## config.mk

```make
export PLATFORM = sky130hd
export DESIGN_NAME = bitplane_select
export DESIGN_NICKNAME = d
export VERILOG_FILES = /design/src/logic/led_matrix_pkg.sv /design/src/logic/bitplane_select.sv
export SDC_FILE = /design/constraint.sdc
export NUM_CORES = 1
export LEC_CHECK = 0
export ABC_CLOCK_PERIOD_IN_PS = 1190
export BUFFER_PORTS_ARGS = -buffer_cell sky130_fd_sc_hd__buf_2
export CAP_MARGIN = 5
export CORE_MARGIN = 2
export CORE_UTILIZATION = 39
export CTS_BUF_LIST = sky130_fd_sc_hd__clkbuf_4
export CTS_CLUSTER_SIZE = 30
export DETAILED_ROUTE_END_ITERATION = 8
export PLACE_DENSITY = 0.8
export REMOVE_ABC_BUFFERS = 1
export SETUP_SLACK_MARGIN = 0.2
export SYNTH_ARGS = -nofsm -noshare
export SYNTH_HDL_FRONTEND = slang
export SYNTH_SLANG_ARGS = --single-unit
export TNS_END_PERCENT = 1
```

## constraint.sdc

```tcl
create_clock -name clk_in -period 1.19 [get_ports clk_in]
set_input_delay 0.0595 -clock clk_in [delete_from_list [all_inputs] [get_ports clk_in]]
set_output_delay 0.0595 -clock clk_in [all_outputs]
set_load 0.01 [all_outputs]
```

## src/logic/led_matrix_pkg.sv

```systemverilog
`default_nettype none

package led_matrix_pkg;

    // panel geometry, two halves shifted out side by side
    localparam int panel_width = 64;
    localparam int half_height = 16;
    localparam int color_bits  = 6;

    typedef logic [$clog2(panel_width)-1:0] col_addr_t;
    typedef logic [$clog2(half_height)-1:0] row_addr_t;
    // planes 0 to color_bits-1
    typedef logic [2:0]                     plane_t;
    typedef logic [color_bits-1:0]          color_t;
    // half, row, column from msb down
    typedef logic [10:0]                    pix_addr_t;

    typedef struct packed {
        color_t r;
        color_t g;
        color_t b;
    } pixel_t;

    // same column and row in both halves
    typedef struct packed {
        pixel_t upper;
        pixel_t lower;
    } pixel_pair_t;

    // one command per cycle down the pipeline
    typedef struct packed {
        logic      shift;
        col_addr_t column;
        row_addr_t row;
        plane_t    plane;
        logic      latch;
        logic      enable;
    } scan_cmd_t;

    // bits on the panel data pins, 0 is the upper half
    typedef struct packed {
        logic r0;
        logic g0;
        logic b0;
        logic r1;
        logic g1;
        logic b1;
    } hub75_data_t;

    typedef enum logic [1:0] {
        shift,
        wait_on,
        latch
    } scan_state_t;

endpackage

`default_nettype wire

```

## src/logic/bitplane_select.sv

```systemverilog
`timescale 1ns/1ps
`default_nettype none

module bitplane_select (
    input  logic                        clk_in,
    input  logic                        reset,
    input  led_matrix_pkg::scan_cmd_t   cmd_in,
    input  led_matrix_pkg::pixel_pair_t pair,
    output led_matrix_pkg::scan_cmd_t   cmd_out,
    output led_matrix_pkg::hub75_data_t bits
);
    import led_matrix_pkg::*;

    // one bit of each channel, weight given by the plane
    always_ff @(posedge clk_in) begin
        bits.r0 <= pair.upper.r[cmd_in.plane];
        bits.g0 <= pair.upper.g[cmd_in.plane];
        bits.b0 <= pair.upper.b[cmd_in.plane];
        bits.r1 <= pair.lower.r[cmd_in.plane];
        bits.g1 <= pair.lower.g[cmd_in.plane];
        bits.b1 <= pair.lower.b[cmd_in.plane];
    end

    always_ff @(posedge clk_in) begin
        if (reset) begin
            cmd_out <= '0;
        end else begin
            cmd_out <= cmd_in;
        end
    end

    // sequencer wraps the plane before it leaves the channel width
    plane_in_range: assert property (@(posedge clk_in) disable iff (reset)
        cmd_in.plane <= plane_t'(color_bits - 1))
        else $error("plane %0d out of range", cmd_in.plane);

endmodule

`default_nettype wire

```

# --- Yosys cells after proc, flatten, opt, wreduce, memory -nomap -nowiden ---
# Cells that the tools add are included.
word_totals:
  inputBits: 54
  register_bits: 22
  wordCells: 25
  output_inout_bits: 22
classes:
  n_lt_le_gt_ge: 1
  mux: 12
op_table:
  columns: ["operator", "count"]
  rows:
  - ["$bmux W1 S3", 6]
  - ["$mux W1", 6]
  - ["$lt A3 B4 Y1 const B", 1]

# --- Longest topological paths before layout ---
# Gate-level depths: netlist (run 1).
logic_depth:
  ltp_word: 2
  depth_mapped: 5
  depth_no_buf: 3

# --- Least setup slack after synthesis (run 1) ---
# Ideal clock, no wire load.
synth_path:
  path_kind: "input -> register"
  start: "in cmd_in[2] (netlist bit)"
  end: "reg bits[2] (netlist bit)"
  slack_ps: 344
  n_path_buf: 2
  arrival_ps: 726
  setup_ps: 120
  t_required_ps: 1070
  cell_stages: 5
  cell_sequence: "buf_2 buf_6 mux2i_1 o32a_1 o21ai_2"
synth_via:
  elab_chain_len: 2
synth_rtl:
  columns: ["element", "line_no", "rtl"]
  rows:
  - ["start: declaration", "bitplane_select.sv:7", "input led_matrix_pkg::scan_cmd_t cmd_in,"]
  - ["$bmux W1 S3", "bitplane_select.sv:19", "bits.r1 <= pair.lower.r[cmd_in.plane];"]
  - ["$mux W1 (implied by the code)", "bitplane_select.sv:19", null]
  - ["end: declaration", "bitplane_select.sv:10", "output led_matrix_pkg::hub75_data_t bits"]
# Every way passes these cells. The select of a mux whose other input is x is not followed.
# A chain may end at the register's enable or synchronous reset.

# --- Final worst setup path (run 1) ---
layout_path:
  start: "reg cmd_out[3] (netlist bit)"
  end: "out cmd_out[3] (netlist bit)"
layout_lines:
  columns: ["element", "line_no", "rtl"]
  rows:
  - ["start: declaration", "bitplane_select.sv:9", "output led_matrix_pkg::scan_cmd_t cmd_out,"]
  - ["start signal: assignment", "bitplane_select.sv:28", "cmd_out <= cmd_in;"]
# No word-level cell between the ends.

==> metrics.cfg, run 1 <==
[outcome]
run_status = finished, final reports clean

[sta]
finalCritPeriodShare_pct = 67.3
hold_viol = 0
worstMarginPinSlew_ns = 0.370
final-max-slew-violation-count = 0
setup_viol = 0
slew_headroom_pct = 75.3
finalWorstSetupSlack_ns = 0.389
period_needed_ns = 0.801
clock.fmax_mhz = 1250
tns_ns = 0
timing.hold.ws_ns = 0.0263
grt_setup_unrepaired = false

[job]
maxCapViolations = 0

[worst_setup_path]
cp.depth = 1
crit_slowest_cell = dfxtp_1
path_class = flop to output port
cp-end-kind = output port
worst_setup_path_start_kind = flop
critPathRequiredTime_ns = 1.13
slowest_delay_ns = 0.33
path_cells = buf_2
cp.arrival_ns = 0.74
path_max_fanout = 1
path_delay_family = flip-flops
path_buf_inv = 1

[finish]
antenna_cells = 0
layout_commonest_cell = buf_2
drive_gt1_share_pct = 50.3
area_growth_pct = 56.6
utilization_pct = 64.0
fillers = 184
finalNetCount = 217
final_cell_mix = buf_2, dfxtp_1, mux2i_1

[clock_network]
cts_root_buf = clkbuf_4
cts_htree_levels = 1
post_cts_buffers = 0
holdBufCountCts = 13
cts_tree = yes
cts_resized = 0
clkTransAtPathRegs_ns = 0.11
clkSinkCount = 22
clk_path_buf_depth = 2
numCtsBuffers = 3

[grt]
gr-total-overflow = 0
grt_pass1_wl_mm = 3.08
grt_pass1_vias = 807
grt.total_usage_pct = 15.3
grt_max_degree = 17
antenna_found_initial = 0

[drt]
dr.pass1.iters = 2
drt_iter0_drc = 3
post-route-drc-count = 0
ant_nets = 0
wirelength_mm = 2.05
num_vias = 874
vias_per_cell = 4.62
wl_per_cell_um = 10.8

[floorplanning]
initial_core_util_pct = 40.8
io-pin-count = 76
core_area_um2 = 2190
die_width_um = 51.9
die_h_um = 51.9
die-area_um2 = 2690
row_count = 17

[logic_synthesis]
yosys_warnings = 0
avgSynthCellArea_um2 = 11.8
netlist_instances = 76
synth_area_um2 = 895
yosysSeqAreaShare_pct = 49.2
yosys_register_bits = 22
synthDistinctLibCells = 12

[placed_design]
gp_congestion = 0.671
dp_slack_ns = 0.216
io_buffers = 75

[worst_hold_path]
hp-class = input pin to flop
worst_hold_path.num_cells = 3

[power]
worst_ir_drop_vdd_uv = 473
p_leak_nw = 0.736
cellPowerDensity_nw_per_um2 = 1020

[worst paths after layout]
path	from	to	slack [ns]
worst max-delay path	cmd_out[3]$_SDFF_PP0_	cmd_out[3]	0.39
worst min-delay path	pair[31]	bits[5]$_DFF_P_	0.03
[kinds of logic after synthesis]
| kind of cell | Yosys count | synth area share (%) |
|---|---|---|
| compound gates | 12 | 10.9 |
| buf+inv | 6 | 6.29 |
| flops | 22 | 49.2 |
| mux | 18 | 20.1 |
| simple gates | 18 | 13.4 |
[metal layers]
metal	vias up	track usage, %	routed length, um
met5	-	0	0
met4	0	5.26	0
met3	0	4.31	283
met2	58	27.6	948
met1	374	16.8	817
li1	442	-	-
[flip-flops by register name (all words and copies together) (netlist names)]
register,cells
cmd_out,16
bits,6
[report_power, final]
part / switching, W / internal (W)
registers: 0.0000103 / 0.000786
clock network: 0.000196 / 0.000118
logic: 0.000135 / 0.000186
total: 0.000342 / 0.00109
[final cells by class]
| type | count | area [um^2] | share of cell area (%) |
|---|---|---|---|
| clock buffers | 3 | 22.5 | 1.61 |
| repair buffers | 88 | 505 | 36.1 |
| well taps | 28 | 35.0 | 2.50 |
| flip-flops and latches | 22 | 440 | 31.4 |
| multi-input cells | 48 | 398 | 28.4 |
[through the flow]
step / total power (W) / area [um^2] / cells
floorplan: 0.000936 / 838 / 70
global placement: 0.00110 / 1250 / 173
detailed placement: 0.00110 / 1250 / 173
CTS: 0.00146 / 1400 / 189
global route: 0.00152 / 1400 / 189
finish: 0.00143 / 1400 / 189
[cells in the mapped netlist]
master	number	area [um^2]
o21ai_2	2	17.5
o21ai_1	4	20.0
mux2i_1	18	180
dfxtp_1	22	440
buf_2	2	10.0
o32a_1	6	60.1
nand2b_4	1	13.8
buf_6	2	22.5
buf_12	1	20.0
nor2b_1	16	100
nand2b_1	1	6.26
clkbuf_1	1	3.75
No activity file was read; power rests on OpenSTA's default activity.
==> inputs of run 2 (changes only) <==
ABC_CLOCK_PERIOD_IN_PS = 800   (was 1190)
clock period = 0.8 ns   (was 1.19 ns; I/O delays follow)
==> run 2 against run 1 <==
The run now ends with negative hold slack left. Wire length rose by 3.3%. Via count fell by 1.9%. Power rose by 52%. Largest power group unchanged. Critical endpoint is now bits[5]. Clock power rose by 52%.
==> metrics.cfg, run 2 (same netlist as run 1, synthesis figures left out) <==
[outcome]
run_status = finished with violations
violations = negative hold slack

[floorplanning]
die_width_um = 51.9  ; unchanged
die-area_um2 = 2690  ; unchanged
core_area_um2 = 2190  ; unchanged
io-pin-count = 76  ; unchanged
initial_core_util_pct = 40.8  ; unchanged
die_h_um = 51.9  ; unchanged
row_count = 17  ; unchanged

[sta]
slew_headroom_pct = 78.4  ; +3.1 points
worstMarginPinSlew_ns = 0.324  ; -0.0463 ns
finalWorstSetupSlack_ns = 0.0181  ; -0.371 ns
final-max-slew-violation-count = 0  ; unchanged
clock.fmax_mhz = 1280
timing.hold.ws_ns = -0.0554  ; -0.0817 ns
hold_viol = 10  ; +10
period_needed_ns = 0.782
setup_viol = 0  ; unchanged
finalCritPeriodShare_pct = 97.7
grt_setup_unrepaired = true

[grt]
grt_max_degree = 17  ; unchanged
grt.total_usage_pct = 16.5  ; +1.2 points
antenna_found_initial = 0  ; unchanged
grt_pass1_wl_mm = 3.31  ; +7.4%
gr-total-overflow = 0  ; unchanged
grt_pass1_vias = 794  ; -1.6%

[clock_network]
post_cts_buffers = 0  ; unchanged
clk_path_buf_depth = 2  ; unchanged
clkTransAtPathRegs_ns = 0.11  ; about the same
cts_tree = yes
cts_root_buf = clkbuf_4
numCtsBuffers = 3  ; unchanged
cts_htree_levels = 1  ; unchanged
clkSinkCount = 22  ; unchanged

[finish]
utilization_pct = 63.8  ; -0.11 points
final_cell_mix = buf_2, mux2i_1, nor2b_1
seq_area_um2 = 450  ; +2.3%
top_regs = cmd_out: 16 flops, bits: 6 flops
multi_input_area_um2 = 405  ; +1.9%
largest_reg_flops = 16  ; unchanged
layout_commonest_cell = buf_2
fillers = 195  ; +6.0%
area_growth_pct = 56.4
drive_gt1_share_pct = 61.3  ; +11 points
largest_register = cmd_out
antenna_cells = 0  ; unchanged
finalNetCount = 211  ; -2.8%
stdcell_count = 183  ; -3.2%

[power]
internal-power_w = 0.00164  ; +51%
seqPwrFrac_pct = 55.2  ; -0.4 points
p_comb_share_pct = 22.9  ; +0.4 points
p_leak_nw = 0.733  ; -0.42%
cellPowerDensity_nw_per_um2 = 1550  ; +52%
clkPwrFrac_pct = 21.9  ; about the same
power_w = 0.00217  ; +52%
worst_ir_drop_vdd_uv = 740  ; +56%
switching_power_w = 0.000526  ; +54%
switching_share_pct = 24.2  ; +0.39 points

[worst_hold_path]
min-delay-start = cmd_in[8]
hp-class = input pin to flop
worst_hold_path.num_cells = 2  ; -1
min_to = cmd_out[8]$_SDFF_PP0_

[drt]
dr.pass1.iters = 2  ; unchanged
wirelength_mm = 2.12  ; +3.3%
ant_nets = 0  ; unchanged
drt_iter0_drc = 2  ; -1
vias_per_cell = 4.68  ; +1.3%
num_vias = 857  ; -1.9%
wl_per_cell_um = 11.6  ; +6.7%
post-route-drc-count = 0  ; unchanged

[worst_setup_path]
path_buf_inv = 1  ; unchanged
slowest_delay_ns = 0.34  ; about the same
crit_slowest_cell = dfxtp_2
critPathRequiredTime_ns = 0.76  ; -0.37 ns
path_class = flop to output port
path_cells = buf_6
path_delay_family = flip-flops
cp.arrival_ns = 0.74  ; about the same
cp-end-kind = output port
path_max_fanout = 1  ; unchanged
worst_setup_path_start_kind = flop

[placed_design]
dpl.hpwl_mm = 1.64
io_buffers = 75  ; unchanged
gp_congestion = 0.659  ; -1.7%
dp_cells = 177  ; +2.3%
dp_slack_ns = -0.131  ; -0.347 ns

[job]
maxCapViolations = 0  ; unchanged

run 2: worst max path at each step:
stage / startpoint / to / cells after the start
detailed placement: cmd_in[2] / bits[5]$_DFF_P_ / 4
finish: bits[5]$_DFF_P_ / bits[5] / 1
global route: cmd_out[8]$_SDFF_PP0_ / cmd_out[8] / 1
global placement: cmd_in[2] / bits[4]$_DFF_P_ / 4
CTS: cmd_out[10]$_SDFF_PP0_ / cmd_out[10] / 1
floorplan: cmd_in[3] / bits[2]$_DFF_P_ / 3
run 2: power groups by stage:
stage	logic, W	clock network [W]	registers (W)
6_report	0.000497	0.000476	0.00120
4_1_cts	0.000469	0.000497	0.00119
3_3_place_gp	0.000439	0	0.00121
3_5_place_dp	0.000452	0	0.00121
5_1_grt	0.000545	0.000550	0.00120
2_1_floorplan	0.000138	0	0.00125
run 2: final cells by class:
class                   instances  share of cell area (%)
clock buffers                   3                    1.61
multi-input cells              48                    29.0
flip-flops and latches         22                    32.2
well taps                      28                    2.50
repair buffers                 82                    34.7
run 2: per-stage QoR:
step / area, um^2 / setup TNS (ns)
after floorplan: 838 / 0
after global placement: 1280 / -0.559
after detailed placement: 1280 / -0.710
after CTS: 1340 / 0
after global routing: 1400 / -0.343
final: 1400 / 0
run 2: per-layer routing:
metal,vias to the layer above,GRT usage [%],routed length (um)
met4,0,5.26,0
met5,-,0,0
li1,426,-,-
met2,58,29.3,997
met3,0,4.31,295
met1,373,18.9,825
run 2: repair_timing:
action,in CTS,in global routing
hold buffers,2,1
endpoints found under the hold margin,14,11
setup endpoints to repair,24,30
gates cloned,0,0
gates resized for setup,4,17
