`src/logic/led_matrix_pkg.sv`:
```
`default_nettype none

package led_matrix_pkg;

    // panel geometry, two halves shifted out side by side
    localparam int panel_width = 64;
    localparam int half_height = 16;
    localparam int color_bits  = 6;

    typedef logic [$clog2(panel_width)-1:0] col_addr_t;
    typedef logic [$clog2(half_height)-1:0] row_addr_t;
    // planes 0 to color_bits-1
    typedef logic [2:0]                     plane_t;
    typedef logic [color_bits-1:0]          color_t;
    // half, row, column from msb down
    typedef logic [10:0]                    pix_addr_t;

    typedef struct packed {
        color_t r;
        color_t g;
        color_t b;
    } pixel_t;

    // same column and row in both halves
    typedef struct packed {
        pixel_t upper;
        pixel_t lower;
    } pixel_pair_t;

    // one command per cycle down the pipeline
    typedef struct packed {
        logic      shift;
        col_addr_t column;
        row_addr_t row;
        plane_t    plane;
        logic      latch;
        logic      enable;
    } scan_cmd_t;

    // bits on the panel data pins, 0 is the upper half
    typedef struct packed {
        logic r0;
        logic g0;
        logic b0;
        logic r1;
        logic g1;
        logic b1;
    } hub75_data_t;

    typedef enum logic [1:0] {
        shift,
        wait_on,
        latch
    } scan_state_t;

endpackage

`default_nettype wire

```
`src/logic/scan_sequencer.sv`:
```
`timescale 1ns/1ps
`default_nettype none

module scan_sequencer #(
    parameter int unsigned base_ticks = 8
) (
    input  logic                      clk_in,
    input  logic                      reset,
    output led_matrix_pkg::scan_cmd_t cmd
);
    import led_matrix_pkg::*;

    // longest on-time belongs to the msb plane
    localparam int unsigned max_ticks = base_ticks << (color_bits - 1);
    localparam int unsigned on_width  = $clog2(max_ticks + 1);

    scan_state_t         state;
    // low half of each column slot carries the shift strobe
    logic                phase;
    col_addr_t           column;
    plane_t              plane;
    row_addr_t           row;
    // remaining lit cycles of the previous plane
    logic [on_width-1:0] on_cnt;
    logic                last_column;
    logic                on_ending;

    // second half of the slot for column 63
    assign last_column = phase && (column == col_addr_t'(panel_width - 1));
    // counter at 1 or 0 means enable is low next cycle
    assign on_ending = on_cnt < on_width'(2);

    always_ff @(posedge clk_in) begin
        if (reset) begin
            state  <= shift;
            phase  <= 1'b0;
            column <= '0;
            plane  <= plane_t'(color_bits - 1);
            row    <= '0;
        end else begin
            case (state)
                shift: begin
                    phase <= ~phase;
                    // column wraps to 0 after the last slot
                    if (phase) begin
                        column <= column + col_addr_t'(1);
                    end
                    // skip wait_on when the lit time is already over
                    if (last_column) begin
                        state <= on_ending ? latch : wait_on;
                    end
                end
                wait_on: begin
                    if (on_ending) begin
                        state <= latch;
                    end
                end
                latch: begin
                    // next plane shifts while this one is lit
                    state <= shift;
                    if (plane == '0) begin
                        plane <= plane_t'(color_bits - 1);
                        row   <= row + row_addr_t'(1);
                    end else begin
                        plane <= plane - plane_t'(1);
                    end
                end
                default: begin
                    state <= shift;
                end
            endcase
        end
    end

    // binary weighted on-time, loaded with the plane being latched
    always_ff @(posedge clk_in) begin
        if (reset) begin
            on_cnt <= '0;
        end else if (state == latch) begin
            on_cnt <= on_width'(base_ticks) << plane;
        end else if (on_cnt != '0) begin
            on_cnt <= on_cnt - 1'b1;
        end
    end

    // all fields decoded from registers only
    always_comb begin
        cmd.shift  = (state == shift) && !phase;
        cmd.column = column;
        cmd.row    = row;
        cmd.plane  = plane;
        cmd.latch  = (state == latch);
        cmd.enable = (on_cnt != '0);
    end

    // panel must be dark while its row data changes
    latch_while_dark: assert property (@(posedge clk_in) disable iff (reset)
        !(cmd.latch && cmd.enable))
        else $error("latch raised while enable high");

    // exactly one shift per column between latches
    no_shift_after_last: assert property (@(posedge clk_in) disable iff (reset)
        (cmd.shift && (cmd.column == col_addr_t'(panel_width - 1)))
            |=> (!cmd.shift until cmd.latch))
        else $error("shift after column 63 before latch");

endmodule

`default_nettype wire

```
`config.mk`:
```
export PLATFORM = sky130hd
export DESIGN_NAME = scan_sequencer
export DESIGN_NICKNAME = d
export VERILOG_FILES = /design/src/logic/led_matrix_pkg.sv /design/src/logic/scan_sequencer.sv
export SDC_FILE = /design/constraint.sdc
export NUM_CORES = 1
export LEC_CHECK = 0
export BUFFER_PORTS_ARGS = -buffer_cell sky130_fd_sc_hd__buf_2
export CAP_MARGIN = 20
export CORE_MARGIN = 2
export CORE_UTILIZATION = 35
export DETAILED_ROUTE_END_ITERATION = 10
export GPL_ROUTABILITY_DRIVEN = 0
export PLACE_DENSITY = 0.6
export SETUP_SLACK_MARGIN = 0.02
export SLEW_MARGIN = 20
export SYNTH_ARGS = -nofsm -noshare
export SYNTH_HDL_FRONTEND = slang
export SYNTH_SLANG_ARGS = --single-unit
```
`constraint.sdc`:
```
create_clock -name clk_in -period 1.7 [get_ports clk_in]
set_input_delay 0.255 -clock clk_in [delete_from_list [all_inputs] [get_ports clk_in]]
set_output_delay 0.255 -clock clk_in [all_outputs]
set_load 0.02 [all_outputs]
```
# Word level (Yosys, flattened, before mapping)
# Index checks and enable logic that the tools add are counted.
[totals]
ff_bits = 25
inputBits = 2
output_inout_bits = 16
elab_cells = 35
[classes]
addsub = 4
order_cmp = 1
n_eq_ne = 5
shift = 1
mux = 7
n_bitwise = 1
reduce_logical = 10
[ops]
columns = ["op", "count"]
rows = [
  ["9-bit two-way mux", 2],
  ["9-bit by 2-bit < comparator with 1-bit output, second input constant", 1],
  ["9-bit nonzero test", 1],
  ["4-bit by 3-bit << shifter with 9-bit output, first input constant", 1],
  ["9-bit by 1-bit subtractor with 9-bit output, second input constant", 1],
  ["6-bit by 1-bit adder with 6-bit output, second input constant", 1],
  ["6-bit == test, second input constant", 1],
  ["2-bit two-way mux", 3],
  ["2-bit AND reduction", 3],
  ["4-bit by 1-bit adder with 4-bit output, second input constant", 1],
  ["2-bit inequality test, second input constant", 2],
  ["2-bit case mux with 2 select lines", 1],
  ["3-bit zero test", 1],
  ["3-bit two-way mux", 1],
  ["3-bit by 1-bit subtractor with 3-bit output, second input constant", 1],
  ["2-bit by 1-bit == test with 1-bit output, second input constant", 1],
  ["2-bit == test, second input constant", 1],
  ["1-bit logical AND", 2],
  ["2-bit zero test", 1],
  ["2-bit nonzero test", 1],
  ["1-bit zero test", 1],
  ["1-bit inverter", 1],
]

# Depth between registers and ports, before layout
[logic_depth]
depth_word = 4
depth_mapped = 7
depth_no_buf = 7

# Least setup slack after synthesis
# Ideal clock, no wire load.
[synth_timing]
kind = "reg2reg"
startpoint = "register on_cnt[0]"
endpoint = "register on_cnt[7]"
setup_time_ns = 0.117
arrival_ns = 1.522
required_ns = 1.583
path_slack_ns = 0.060
stages_incl_launch_ff = 7
path_buffers = 0
period_less_slack_ns = 1.640
path_cell_list = "dfxtp_1 inv_1 ha_1 or3b_2 nor3_4 nor2_1 a32o_1"
[synth_via]
elab_chain_len = 3
word_cells_on_any_way = 5
cone_classes = "1 x add/sub; 2 x mux; 2 x reduce/logical"
[synth_lines]
columns = ["element", "line_no", "source"]
rows = [
  ["start: declaration", "scan_sequencer.sv:24", "logic [on_width-1:0] on_cnt;"],
  ["start signal: assignment", "scan_sequencer.sv:80", "on_cnt <= on_width'(base_ticks) << plane;"],
  ["start signal: assignment", "scan_sequencer.sv:82", "on_cnt <= on_cnt - 1'b1;"],
  ["9-bit by 1-bit subtractor with 9-bit output", "scan_sequencer.sv:82", ""],
  ["9-bit two-way mux", "scan_sequencer.sv:81", "end else if (on_cnt != '0) begin"],
  ["9-bit two-way mux", "scan_sequencer.sv:79", "end else if (state == latch) begin"],
]
# Parallel ways exist; a longest one is shown, timed or not. The select of a mux whose other input is x is not followed.
# A chain may end at the register's enable or synchronous reset.

==> flow_summary.ini <==
[run_status]
run_status = finished with violations
violations = negative setup slack

[placed_design]
post-dp-hpwl_um = 1740
io_buffers = 17

[logic_synthesis]
ys.warnings.count = 0
synthesis.instances = 127
netlist_top_cells_area = sky130_fd_sc_hd__dfxtp_1 43%, sky130_fd_sc_hd__xor2_1 6.8%, sky130_fd_sc_hd__nor2_1 5.5%, sky130_fd_sc_hd__ha_1 5.4%, sky130_fd_sc_hd__a21oi_1 4.3%
synthesized_nets = 134
synth_sequential_area_ratio_pct = 43.3
synth-seq-cells = 25
synth_top_area_share_pct = 43.3
netlist.top_cell.by_area = sky130_fd_sc_hd__dfxtp_1
post_synth_instance_area_um2 = 1150
synth_cell_type_count = 35
syn_avg_cell_area_um2 = 9.09

[grt]
gr-usage-all-layers_pct = 14.2
antenna_violations_before_repair = 0
grt_max_degree = 16
wire_length_of_the_first_global_routing_pass_um = 4020
via_count_of_the_first_global_routing_pass = 935
global_route_total_overflow = 0

[sta]
setup_viol_count_final = 1
clock.fmax_ghz = 0.537
fin_ws_ns = -0.161
finalWorstPathRequiredPeriod_ns = 1.86
finalCritPeriodShare_pct = 109
worstMarginPinSlew_ns = 0.427
unrepaired_setup_endpoints_after_global_routing = true
hold_viol = 0
clock-skew-final_ns = 0.00450
timing.max_slew.rel_slack_pct = 71.4
final_max_slew_viol_count = 0
hold_slack_ns = 0.250

[worst_setup_path]
worst_setup_sp_type = register
critPathCaptureType = primary output
cp.arrival_ns = 1.61
ff2ff_setup_slack_ns = 0.08
cp_data_required_time_ns = 1.44
worstSetupPathType = register to primary output
worstPathMaxFanout = 3

[routing]
antenna_violating_nets_post_route = 0
routed_wire_length_per_instance_um = 12.0
drt-total-wl_um = 2500
drc_errors = 0
viasPerCell = 4.86
route.vias.total = 1015
firstDrtPassIters = 4
first_iter_violations = 30

[clocking]
clock_sink_count = 25
worst_skew_pair.late_latency_ns = 0.31
postCtsHoldBufs = 0
tritoncts.num_buffers = 3
h-tree-depth = 1
tritoncts = done
path_clk_slew_ns = 0.13
ctsLongestPathBuffers = 2
cts-root-buf = sky130_fd_sc_hd__clkbuf_4

[die]
vertical_die_dimension_um = 61.4
chip_width_um = 61.4
rows = 20
boundaryPins = 18
design.core.area_um2 = 3100
total_die_area_um2 = 3770
floorplan.initialDensity_pct = 37.2

[final_layout]
final-seq-area_um2 = 508
multi_input_area_um2 = 652
final.fill_count = 320
syn2layout_area_growth_pct = 30.0
nNetsFinal = 173
drive_gt1_share_pct = 34.5
insertedDiodeCount = 0

[power]
post_layout_total_power_mw = 2.04
power.density_cell_area_nw_per_um2 = 1360
static-leakage-power_nw = 0.685
worst_ir_drop_on_vdd_mv = 0.529

[job]
drv_cap = 0

[worst_hold_path]
min_path_type = input pin to register
through the flow:
stage / util (%) / std cells / worst slack [ns] / area, um2 / setup TNS, ns
4_1_cts: 46.9 / 205 / -0.189 / 1460 / -0.189
6_report: 48.4 / 209 / -0.161 / 1500 / -0.161
3_3_place_gp: 44.1 / 197 / 0.0150 / 1370 / 0
5_1_grt: 48.4 / 209 / -0.254 / 1500 / -0.263
3_5_place_dp: 44.1 / 197 / -0.0157 / 1370 / -0.0568
2_1_floorplan: - / 127 / 0.0602 / 1150 / 0
placed cells by master (no fill, tap or decap), types with 3 or more instances in the layout:
cell type	n
sky130_fd_sc_hd__a21oi_1	10
sky130_fd_sc_hd__buf_2	16
sky130_fd_sc_hd__buf_4	19
sky130_fd_sc_hd__clkbuf_4	3
sky130_fd_sc_hd__dfxtp_1	21
sky130_fd_sc_hd__dfxtp_2	3
sky130_fd_sc_hd__ha_1	4
sky130_fd_sc_hd__inv_1	3
sky130_fd_sc_hd__inv_2	4
sky130_fd_sc_hd__nand2_1	7
sky130_fd_sc_hd__nand3_1	4
sky130_fd_sc_hd__nor2_1	17
sky130_fd_sc_hd__nor3_1	4
sky130_fd_sc_hd__o21ai_0	3
sky130_fd_sc_hd__xor2_1	9
cell usage after synthesis:
| master | instances |
|---|---|
| sky130_fd_sc_hd__dfxtp_1 | 25 |
| sky130_fd_sc_hd__nor2_1 | 17 |
| sky130_fd_sc_hd__a21oi_1 | 10 |
| sky130_fd_sc_hd__xor2_1 | 9 |
| sky130_fd_sc_hd__nand2_1 | 7 |
| sky130_fd_sc_hd__ha_1 | 5 |
| sky130_fd_sc_hd__inv_1 | 5 |
| sky130_fd_sc_hd__nor3_1 | 5 |
| sky130_fd_sc_hd__nand3_1 | 4 |
| sky130_fd_sc_hd__o21ai_0 | 3 |
| sky130_fd_sc_hd__a22o_1 | 2 |
| sky130_fd_sc_hd__and2_1 | 2 |
| sky130_fd_sc_hd__and4_1 | 2 |
| sky130_fd_sc_hd__inv_2 | 2 |
| sky130_fd_sc_hd__nand2b_1 | 2 |
| sky130_fd_sc_hd__nand4_1 | 2 |
| sky130_fd_sc_hd__o211ai_1 | 2 |
| sky130_fd_sc_hd__o21a_1 | 2 |
| sky130_fd_sc_hd__or3_1 | 2 |
| sky130_fd_sc_hd__or4_1 | 2 |
| sky130_fd_sc_hd__or4_4 | 2 |
| sky130_fd_sc_hd__xnor2_1 | 2 |
| sky130_fd_sc_hd__a211oi_2 | 1 |
| sky130_fd_sc_hd__a31oi_1 | 1 |
| sky130_fd_sc_hd__a32o_1 | 1 |
| sky130_fd_sc_hd__buf_2 | 1 |
| sky130_fd_sc_hd__clkbuf_1 | 1 |
| sky130_fd_sc_hd__mux2i_1 | 1 |
| sky130_fd_sc_hd__nand3b_1 | 1 |
| sky130_fd_sc_hd__nor3_4 | 1 |
| sky130_fd_sc_hd__nor3b_2 | 1 |
| sky130_fd_sc_hd__nor4_1 | 1 |
| sky130_fd_sc_hd__o31a_2 | 1 |
| sky130_fd_sc_hd__o31ai_1 | 1 |
| sky130_fd_sc_hd__or3b_2 | 1 |
cells by family (layout without fill, tap and decap cells):
logic type	count (synthesis)	after routing	synth area share, %
AO/OA/AOI/OAI	24	24	13.8
XOR/XNOR	11	11	8.34
adder cells (fa/ha/maj)	5	5	5.42
buffers and inverters	9	47	3.03
flip-flops	25	25	43.3
multiplexers	1	1	0.867
AND/OR/NAND/NOR	52	52	25.2
worst max-delay path: stages, from the launching register on:
cell and delay (ns):
sky130_fd_sc_hd__dfxtp_2 0.34, sky130_fd_sc_hd__or4_4 0.55, sky130_fd_sc_hd__nor3_4 0.21, sky130_fd_sc_hd__inv_2 0.07, sky130_fd_sc_hd__buf_6 0.13
metal layers:
| layer | vias to the layer above | global-route usage (%) | share of wire, % |
|---|---|---|---|
| met5 | - | 0 | 0 |
| li1 | 526 | - | - |
| met4 | 0 | 6.69 | 0.56 |
| met3 | 2 | 2.31 | 3.0 |
| met2 | 12 | 24.2 | 49 |
| met1 | 475 | 17.4 | 48 |
layout make-up:
cell class	instances	area share (%)
Sequential cell	25	33.8
Inverter	7	1.75
Clock buffer	4	1.75
Timing Repair Buffer	36	15.6
Multi-Input combinational cell	93	43.4
Tap cell	44	3.67
repair_timing:
action,CTS,global route
pin swaps,2,4
gates resized for setup,10,5
gates cloned,0,0
endpoints found under the setup margin,8,5
buffers inserted,4,4
where the power goes:
group / total [mW] / internal, mW / switching, mW
clock network: 0.259 / 0.0915 / 0.167
registers: 0.735 / 0.672 / 0.0626
logic: 1.05 / 0.584 / 0.466
registers in the layout, summed over array words and instances (netlist names):
register  flops
on_cnt        9
column        6
row           4
plane         3
state         2
phase         1
worst paths after layout:
check	from	end	cells after the start
worst max-delay path	on_cnt[4]	cmd[0]	4
worst min-delay path	reset	plane[0]	3
worst min register to register	row[3]	row[3]	2
worst max register to register	on_cnt[4]	on_cnt[7]	5
Power figures use the tool's default switching activity.
