--- config.mk ---
export PLATFORM = sky130hd
export DESIGN_NAME = hub75_driver
export DESIGN_NICKNAME = d
export VERILOG_FILES = /design/src/logic/led_matrix_pkg.sv /design/src/logic/hub75_driver.sv
export SDC_FILE = /design/constraint.sdc
export NUM_CORES = 1
export LEC_CHECK = 0
export BUFFER_PORTS_ARGS = -buffer_cell sky130_fd_sc_hd__clkbuf_2
export CAP_MARGIN = 10
export CORE_AREA = 2 2 39 41
export CTS_CLUSTER_DIAMETER = 30
export DETAILED_ROUTE_END_ITERATION = 8
export DIE_AREA = 0 0 41 43
export PLACE_DENSITY = 0.7
export SYNTH_ARGS = -nofsm -noshare
export SYNTH_HDL_FRONTEND = slang
export SYNTH_SLANG_ARGS = --single-unit
--- constraint.sdc ---
create_clock -name clk_in -period 0.8 [get_ports clk_in]
set_input_delay 0.08 -clock clk_in [delete_from_list [all_inputs] [get_ports clk_in]]
set_output_delay 0.08 -clock clk_in [all_outputs]
set_load 0.02 [all_outputs]
--- src/logic/led_matrix_pkg.sv ---
`default_nettype none

package led_matrix_pkg;

    // panel geometry, two halves shifted out side by side
    localparam int panel_width = 64;
    localparam int half_height = 16;
    localparam int color_bits  = 6;

    typedef logic [$clog2(panel_width)-1:0] col_addr_t;
    typedef logic [$clog2(half_height)-1:0] row_addr_t;
    // planes 0 to color_bits-1
    typedef logic [2:0]                     plane_t;
    typedef logic [color_bits-1:0]          color_t;
    // half, row, column from msb down
    typedef logic [10:0]                    pix_addr_t;

    typedef struct packed {
        color_t r;
        color_t g;
        color_t b;
    } pixel_t;

    // same column and row in both halves
    typedef struct packed {
        pixel_t upper;
        pixel_t lower;
    } pixel_pair_t;

    // one command per cycle down the pipeline
    typedef struct packed {
        logic      shift;
        col_addr_t column;
        row_addr_t row;
        plane_t    plane;
        logic      latch;
        logic      enable;
    } scan_cmd_t;

    // bits on the panel data pins, 0 is the upper half
    typedef struct packed {
        logic r0;
        logic g0;
        logic b0;
        logic r1;
        logic g1;
        logic b1;
    } hub75_data_t;

    typedef enum logic [1:0] {
        shift,
        wait_on,
        latch
    } scan_state_t;

endpackage

`default_nettype wire

--- src/logic/hub75_driver.sv ---
`timescale 1ns/1ps
`default_nettype none

module hub75_driver (
    input  logic                        clk_in,
    input  logic                        reset,
    input  led_matrix_pkg::scan_cmd_t   cmd_in,
    input  led_matrix_pkg::hub75_data_t bits,
    output led_matrix_pkg::hub75_data_t rgb,
    output logic                        pixel_clk,
    output logic                        latch,
    output logic                        oe_n,
    output led_matrix_pkg::row_addr_t   row_address
);
    import led_matrix_pkg::*;

    // shift seen last cycle, clock edge follows the data
    logic clk_pending;

    // data held until the next shift
    always_ff @(posedge clk_in) begin
        if (cmd_in.shift) begin
            rgb <= bits;
        end
    end

    always_ff @(posedge clk_in) begin
        if (reset) begin
            clk_pending <= 1'b0;
            pixel_clk   <= 1'b0;
            latch       <= 1'b0;
            oe_n        <= 1'b1;
            row_address <= '0;
        end else begin
            clk_pending <= cmd_in.shift;
            // rising edge one cycle after rgb settles
            pixel_clk   <= clk_pending;
            latch       <= cmd_in.latch;
            oe_n        <= ~cmd_in.enable;
            // row switches together with the latched data
            if (cmd_in.latch) begin
                row_address <= cmd_in.row;
            end
        end
    end

    // last pixel clock lands before the latch reaches the pins
    clk_latch_apart: assert property (@(posedge clk_in) disable iff (reset)
        !(pixel_clk && latch))
        else $error("pixel_clk and latch high together");

endmodule

`default_nettype wire

# ---- Word level (Yosys, flattened, before mapping)
# Index checks and enable logic that the tools add are counted.
dict set report totals {
  rom_bits 0
  n_memories 0
  ff_bits 14
  latch_bits 0
  word_cells 12
  mem_bits_rw 0
  output_inout_bits 13
  inputBits 24
}
dict set report op_classes {
  shifts 0
  n_reduce_logical 0
  n_eq_ne 0
  mux 0
  n_addsub 0
  div_mod_pow 0
  bitwise 1
  order_cmp 0
  mul 0
}
# cell count
set op_table {}
lappend op_table {{1-bit inverter} 1}

# ---- Longest topological paths before layout
# Gate-level depths: netlist (run 1).
dict set report logic_depth {
  word_depth 1
  mapped_depth 3
  mapped_depth_nobuf 2
}

# ---- Least setup slack after synthesis (run 1)
# No wires, ideal clock.
dict set report synth_timing {
  path_kind {register to register}
  from {register row_address[0] (netlist name)}
  to {register row_address[0]}
  setup_slack_ns 0.155
  t_arrival_ns 0.581
  n_path_buf 0
  period_less_slack_ns 0.645
  path_stages_with_launch 3
  setup_ns 0.064
  path_cell_list {dfxtp_1 mux2i_1 nor2_1}
}
# element line
set synth_lines {}
lappend synth_lines {{end signal: assignment} hub75_driver.sv:42} ;# row_address <= cmd_in.row;
lappend synth_lines {{end: declaration} hub75_driver.sv:13} ;# output led_matrix_pkg::row_addr_t row_address

# ---- Worst setup path in the final report (run 1)
dict set report layout_timing {
  from {register rgb[2] (netlist bit)}
  to {output rgb[2] (netlist bit)}
}
# element line
set layout_lines {}
lappend layout_lines {{start: declaration} hub75_driver.sv:9} ;# output led_matrix_pkg::hub75_data_t rgb,
lappend layout_lines {{start signal: assignment} hub75_driver.sv:23} ;# rgb <= bits;
# No word-level cell between the ends.

==> reports/qor.csv, run 1 <==
stage,metric,value,unit
outcome,status,finished with violations,
outcome,failing checks,negative setup slack,
setup_path,critical path launch point type,register,
synth,"Top FF cell, synth",dfxtp_1,
run,MaxCap Viol Count,0,
cts,htree depth,1,
setup_path,critical path's top delay family,flip-flops,
die,Core ar.,1384,sq um
synth,register bit total from synthesis,14,
setup_path,Crit Path Max Fanout,1,
cells_and_area,FF+latch area,349.1,sq um
synth,Syn Area/Cell,15.99,sq um
synth,Syn Nets,51,
timing,Pins Over Slew Limit,0,
timing,final setup TNS,-0.4840,ns
synth,mapped cell area,431.7,sq um
synth,Synth top area share,41.74,%
detailed_routing,post-route ant nets,0,
cells_and_area,# fillers,116,
placed_design,routability congestion estimate,0.6808,
cts,CTS tree,built,
setup_path,Crit Path Category,register to output pin,
timing,final worst slack,-0.08554,ns
detailed_routing,Remaining DRCs,0,
placed_design,Placed Cells,69,
cells_and_area,n_diodes,0,
timing,RSZ-0062 raised after global routing,yes,
cells_and_area,fin nets,89,
grt,"Remaining Overflow, GRT",0,
power_and_ir_drop,Leak,0.0003624,uW
cells_and_area,area of the multi-input gates,80.08,sq um
min_path,HP Class,primary input to register,
cts,clock-pin slew on the worst setup and hold paths,0.08,ns
cells_and_area,layout cells sized above 1,59.38,%
die,Die W,41,um
timing,Layout Skew,0.005907,ns
placed_design,Place WS,0.1775,ns
grt,gr usage total,12.93,%
timing,"Period Utilization, post-route",110.7,%
detailed_routing,DR WL/cell,11.65,um
die,Rows,14,
grt,initial antenna violation count,0,
grt,GRT met1 Usage,12.46,%
timing,worst hold slack,0.05024,ns
timing,Final Critical Period,0.8855,ns
synth,cell taking the most area after synthesis,edfxtp_1,
detailed_routing,vias per cell,4.250,
setup_path,Worst EP arrival,0.81,ns
detailed_routing,DRT iter0 DRCs,2,
synth,register area share after synthesis,78.84,%
timing,Max-slew headroom,90.91,%
cts,clock buffer count from CTS,3,
setup_path,CP peak stage delay,0.39,ns
synth,Syn Inst Count,27,
cells_and_area,fin cells,80,
setup_path,"Critical Path, Cell by Cell",buf_6,
synth,most numerous cell in the Yosys netlist,dfxtp_1,
setup_path,Crit path required time,0.72,ns
detailed_routing,via count,340,
grt,met3 usage,6.806,%
synth,Post-synth EDFFs,6,
cts,post-CTS setup buffer count,0,
timing,Final setup viols,10,
cells_and_area,P&R area growth vs syn,84.93,%
timing,final hold violation count,0,
synth,Yosys cell types,7,
cts,Root Driver,clkbuf_4,
grt,grt peak-use layer,met2,
setup_path,critical path's slowest cell,edfxtp_1,
die,die height,43,um
synth,asr flop ratio synth,0,%
timing,maximum operating frequency,1.129,GHz
power_and_ir_drop,VDD IR max,0.0009764,V
power_and_ir_drop,pwr/cell area,1959,nW/um^2
synth,Synth area leaders,"edfxtp_1 42%, dfxtp_1 37%, mux2i_1 9.3%",
cts,CTS Sinks,14,
synth,Synth warnings,0,
detailed_routing,drt first pass iters,2,
detailed_routing,total routed wirelength,932,um
cts,CTS max path bufs,2,
cts,clock latency on the worst-skew pair,0.27,ns
setup_path,CP bufs+invs,1,
grt,M2 GR Usage,20.31,%
setup_path,Worst Setup End Kind,output pin,
die,area of the die,1763,sq um
die,Ports,37,
grt,first-pass GRT wire length,1442,um
timing,slew of the pin with the lowest slew margin,0.1326,ns
synth,Commonest cells post-synth,"8 x dfxtp_1, 6 x edfxtp_1, 4 x mux2i_1, 4 x nor2_1, 3 x nor2b_1",
grt,number of global-route vias before repair,359,
grt,largest net degree at the start of global routing,9,
placed_design,input/output buffers,27,
die,Initial Util,31.19,%
[per-stage QoR]
stage	instance area, sq um	utilization, %	total power, uW
final	798.3	57.69	1564
after global routing	798.3	57.69	1659
after CTS	752.0	54.34	1544
after detailed placement	575.6	41.59	992.9
after global placement	575.6	41.59	990.0
after floorplan	431.7	-	912.6
[final cells by class]
class                   instances  share of cell area, %
repair buffers                 34                  39.18
flip-flops and latches         14                  43.73
multi-input cells              12                  10.03
well taps                      16                  2.508
clock buffers                   4                  4.545
[state kept, by name, summed over array words and instances (netlist names)]
signal	flops
rgb	6
row_address	4
clk_pending	1
latch	1
oe_n	1
pixel_clk	1
[per-layer routing]
metal	vias up	routed length (um)
met1	145	325
met2	28	452
met5	-	0
met3	2	150
li1	165	-
met4	0	4
[what timing repair did]
action                                 CTS  global route
endpoints found under the hold margin    7             0
setup endpoints to repair               13            13
gates resized for setup                 21            25
hold buffers                             7             0
[cell families (layout without fill, tap and decap cells)]
family / Yosys count / in the layout / synth area share (%)
mux: 4 / 4 / 9.276
simple gates: 8 / 8 / 9.276
flops: 14 / 14 / 78.84
buf+inv: 1 / 38 / 2.609
[power breakdown]
part	switching, uW	internal, uW	total (uW)
sequential	26.7	798	824
combinational	107	153	260
clock	203	276	479
[final timing paths]
check                                     from        endpoint  slack [ns]  depth (start not counted)
worst max-delay path                    rgb[2]          rgb[2]       -0.09                          1
worst max register to register  row_address[1]  row_address[1]        0.16                          2
worst min register to register     clk_pending       pixel_clk        0.45                          1
worst min-delay path                 cmd_in[8]  row_address[3]        0.05                          3
[placed cells by master (no fill, tap or decap), drive strengths merged]
master	synthesis	final
clkbuf	0	18
buf	1	13
dfxtp	8	8
dlygate4sd3	0	7
edfxtp	6	6
mux2i	4	4
nor2	4	4
nor2b	3	3
nand2b	1	1
[worst register-to-register path, delay by kind of cell, from the launching register on]
kind / cells / cell delay [ns]
DFF: 1 / 0.34
and+or+nand+nor: 1 / 0.06
muxes: 1 / 0.13
Note: power is estimated with default switching activity, not from simulation.
==> run 2, diff against run 1 <==
Settings changed: SETUP_SLACK_MARGIN set to 0.4.
==> run 2 against run 1 <==
  * The run ends with negative hold slack, negative setup slack left
  * Highest routed layer is now met3
  * Clock power decreased by 19%
  * Global-route usage decreased by 3.3 points
  * Critical path depth unchanged
  * Wire length decreased by 13%
  * Cell count decreased by 8.8%
  * Combinational power decreased by 13%
==> reports/qor.csv, run 2 (same netlist as run 1, synthesis figures left out) <==
stage,metric,value,unit,change
timing,Layout Skew,0.0003043,ns,was 0.005907 ns
min_path,Hold Startpoint,cmd_in[0],,was cmd_in[8]
power_and_ir_drop,Leak,0.0003260,uW,was 0.0003624 uW
cts,CTS tree,built,,unchanged
outcome,status,finished with violations,,unchanged
min_path,Worst Hold Depth,2,,was 3
cts,clock buffer count from CTS,3,,unchanged
die,area of the die,1763,sq um,unchanged
grt,GRT met1 Usage,12.54,%,was 12.46%
grt,met3 usage,4.188,%,was 6.806%
grt,"Remaining Overflow, GRT",0,,unchanged
min_path,HP Class,primary input to register,,unchanged
timing,Final Critical Period,0.8926,ns,was 0.8855 ns
cells_and_area,number of flip-flops in the largest register,6,,unchanged
cts,CTS max path bufs,2,,unchanged
detailed_routing,DRT iter0 DRCs,1,,was 2
detailed_routing,Remaining DRCs,0,,unchanged
timing,final worst slack,-0.09264,ns,was -0.08554 ns
die,Core ar.,1384,sq um,unchanged
detailed_routing,drt first pass iters,2,,unchanged
timing,slew of the pin with the lowest slew margin,0.1716,ns,was 0.1326 ns
grt,number of global-route vias before repair,297,,was 359
cells_and_area,final core occ,51.99,%,was 57.69%
setup_path,path depth of the worst reg2reg path,2,,unchanged
cells_and_area,n_diodes,0,,unchanged
setup_path,CP bufs+invs,1,,unchanged
setup_path,Worst EP arrival,0.81,ns,about the same
cts,clock-pin slew on the worst setup and hold paths,0.08,ns,about the same
setup_path,CP peak stage delay,0.40,ns,was 0.39 ns
cells_and_area,"most common cell after layout, fill and taps aside",clkbuf_2,,unchanged
cts,post-CTS setup buffer count,0,,unchanged
die,Initial Util,31.19,%,unchanged
detailed_routing,post-route ant nets,0,,unchanged
run,MaxCap Viol Count,0,,unchanged
cells_and_area,P&R area growth vs syn,66.67,%,was 84.93%
cells_and_area,fin nets,82,,was 89
cts,Root Driver,clkbuf_4,,unchanged
grt,largest net degree at the start of global routing,9,,unchanged
setup_path,FF-to-FF setup slack,0.18,ns,was 0.16 ns
die,die height,43,um,unchanged
placed_design,routability congestion estimate,0.6541,,was 0.6808
grt,gr usage total,9.615,%,was 12.93%
die,Die W,41,um,unchanged
cts,CTS Sinks,14,,unchanged
grt,first-pass GRT wire length,1166,um,was 1442 um
detailed_routing,DR WL/cell,11.08,um,was 11.65 um
setup_path,critical path's top delay family,flip-flops,,unchanged
placed_design,placed cell area,591.8,sq um,was 575.6 sq um
die,Ports,37,,unchanged
timing,RSZ-0062 raised after global routing,yes,,unchanged
power_and_ir_drop,pwr/cell area,1994,nW/um^2,was 1959 nW/um^2
detailed_routing,vias per cell,4.110,,was 4.250
timing,"Period Utilization, post-route",111.6,%,was 110.7%
power_and_ir_drop,VDD IR max,0.0008221,V,was 0.0009764 V
setup_path,Crit Path Max Fanout,1,,unchanged
timing,Final setup viols,13,,was 10
setup_path,Crit Path Category,register to output pin,,unchanged
placed_design,Place WS,0.1869,ns,was 0.1775 ns
setup_path,reg-to-reg critical path startpoint,row_address[0],,was row_address[1]
cells_and_area,Top reg by flops,rgb,,unchanged
placed_design,input/output buffers,27,,unchanged
grt,M2 GR Usage,13.44,%,was 20.31%
cts,htree depth,1,,unchanged
cells_and_area,most frequent cells in the layout,"14 x clkbuf_2, 7 x buf_8, 6 x edfxtp_1",,"was 14 x clkbuf_2, 7 x dlygate4sd3_1, 7 x dfxtp_2, 7 x buf_8"
timing,maximum operating frequency,1.120,GHz,was 1.129 GHz
cts,clock latency on the worst-skew pair,0.26,ns,was 0.27 ns
setup_path,"Critical Path, Cell by Cell",buf_6,,unchanged
cells_and_area,Top Registers,"rgb x6, row_address x4",,unchanged
cells_and_area,design area,719.4,sq um,was 798.3 sq um
min_path,hold path endpoint,oe_n,,was row_address[3]
timing,final hold violation count,7,,was 0
setup_path,Crit path required time,0.72,ns,about the same
detailed_routing,via count,300,,was 340
cells_and_area,layout cells sized above 1,64.91,%,was 59.38%
die,Rows,14,,unchanged
timing,Pins Over Slew Limit,0,,unchanged
setup_path,critical path's slowest cell,edfxtp_1,,unchanged
timing,Max-slew headroom,88.56,%,was 90.91%
setup_path,Worst Setup End Kind,output pin,,unchanged
grt,grt peak-use layer,met2,,unchanged
detailed_routing,total routed wirelength,809,um,was 932 um
setup_path,critical path launch point type,register,,unchanged
outcome,failing checks,"negative hold slack, negative setup slack",,was negative setup slack
timing,worst hold slack,-0.03358,ns,was 0.05024 ns
setup_path,FF-to-FF End,row_address[0],,was row_address[1]
grt,initial antenna violation count,0,,unchanged
-- run 2: how the worst max path moves through the flow --
| stage | from | endpoint | slack (ns) | depth (start not counted) |
|---|---|---|---|---|
| 2_1_floorplan | row_address[0] | row_address[0] | 0.19 | 2 |
| 3_3_place_gp | cmd_in[1] | row_address[2] | 0.20 | 3 |
| 3_5_place_dp | cmd_in[1] | row_address[1] | 0.19 | 3 |
| 4_1_cts | rgb[4] | rgb[4] | -0.1 | 1 |
| 5_1_grt | rgb[1] | rgb[1] | -0.13 | 1 |
| 6_report | rgb[1] | rgb[1] | -0.09 | 1 |
-- run 2: per-layer routing --
layer  part of all wire [%]  routed length [um]
met2                     40                 327
met1                     43                 344
met5                      0                   0
met3                     17                 138
met4                      0                   0
-- run 2: final cells by class --
class                   instances  area, sq um
flip-flops and latches         14        356.6
clock buffers                   4        26.28
multi-input cells              12        80.08
fillers                       118        664.4
repair buffers                 27        236.5
well taps                      16        20.02
-- run 2: per-stage QoR --
step	instances	hold slack (ns)	total power [uW]	TNS, ns
finish	73	-0.03358	1434	-0.5159
floorplan	27	0.1419	912.7	0
global route	73	-0.02978	1503	-0.9498
global placement	69	0.2445	987.8	0
CTS	73	-0.04660	1422	-0.8139
detailed placement	69	0.2437	990.5	0
-- run 2: repair_timing --
| item | CTS | global route |
|---|---|---|
| hold endpoints to repair | 7 | 7 |
| endpoints found under the setup margin | 18 | 18 |
| gates resized for setup | 13 | 23 |
| pin swaps | 0 | 0 |
-- run 2: power by group --
part | total, uW | switching (uW) | internal, uW | leakage [uW]
combinational | 227 | 101 | 126 | 0.000183
sequential | 817 | 25.8 | 791 | 0.000128
clock | 390 | 197 | 193 | 0.0000150
total | 1430 | 324 | 1110 | 0.000326
-- run 2: worst register-to-register path: cells and delay by family (launching register included) --
kind	cells	cell delay [ns]
DFF	1	0.34
muxes	1	0.12
and+or+nand+nor	1	0.05
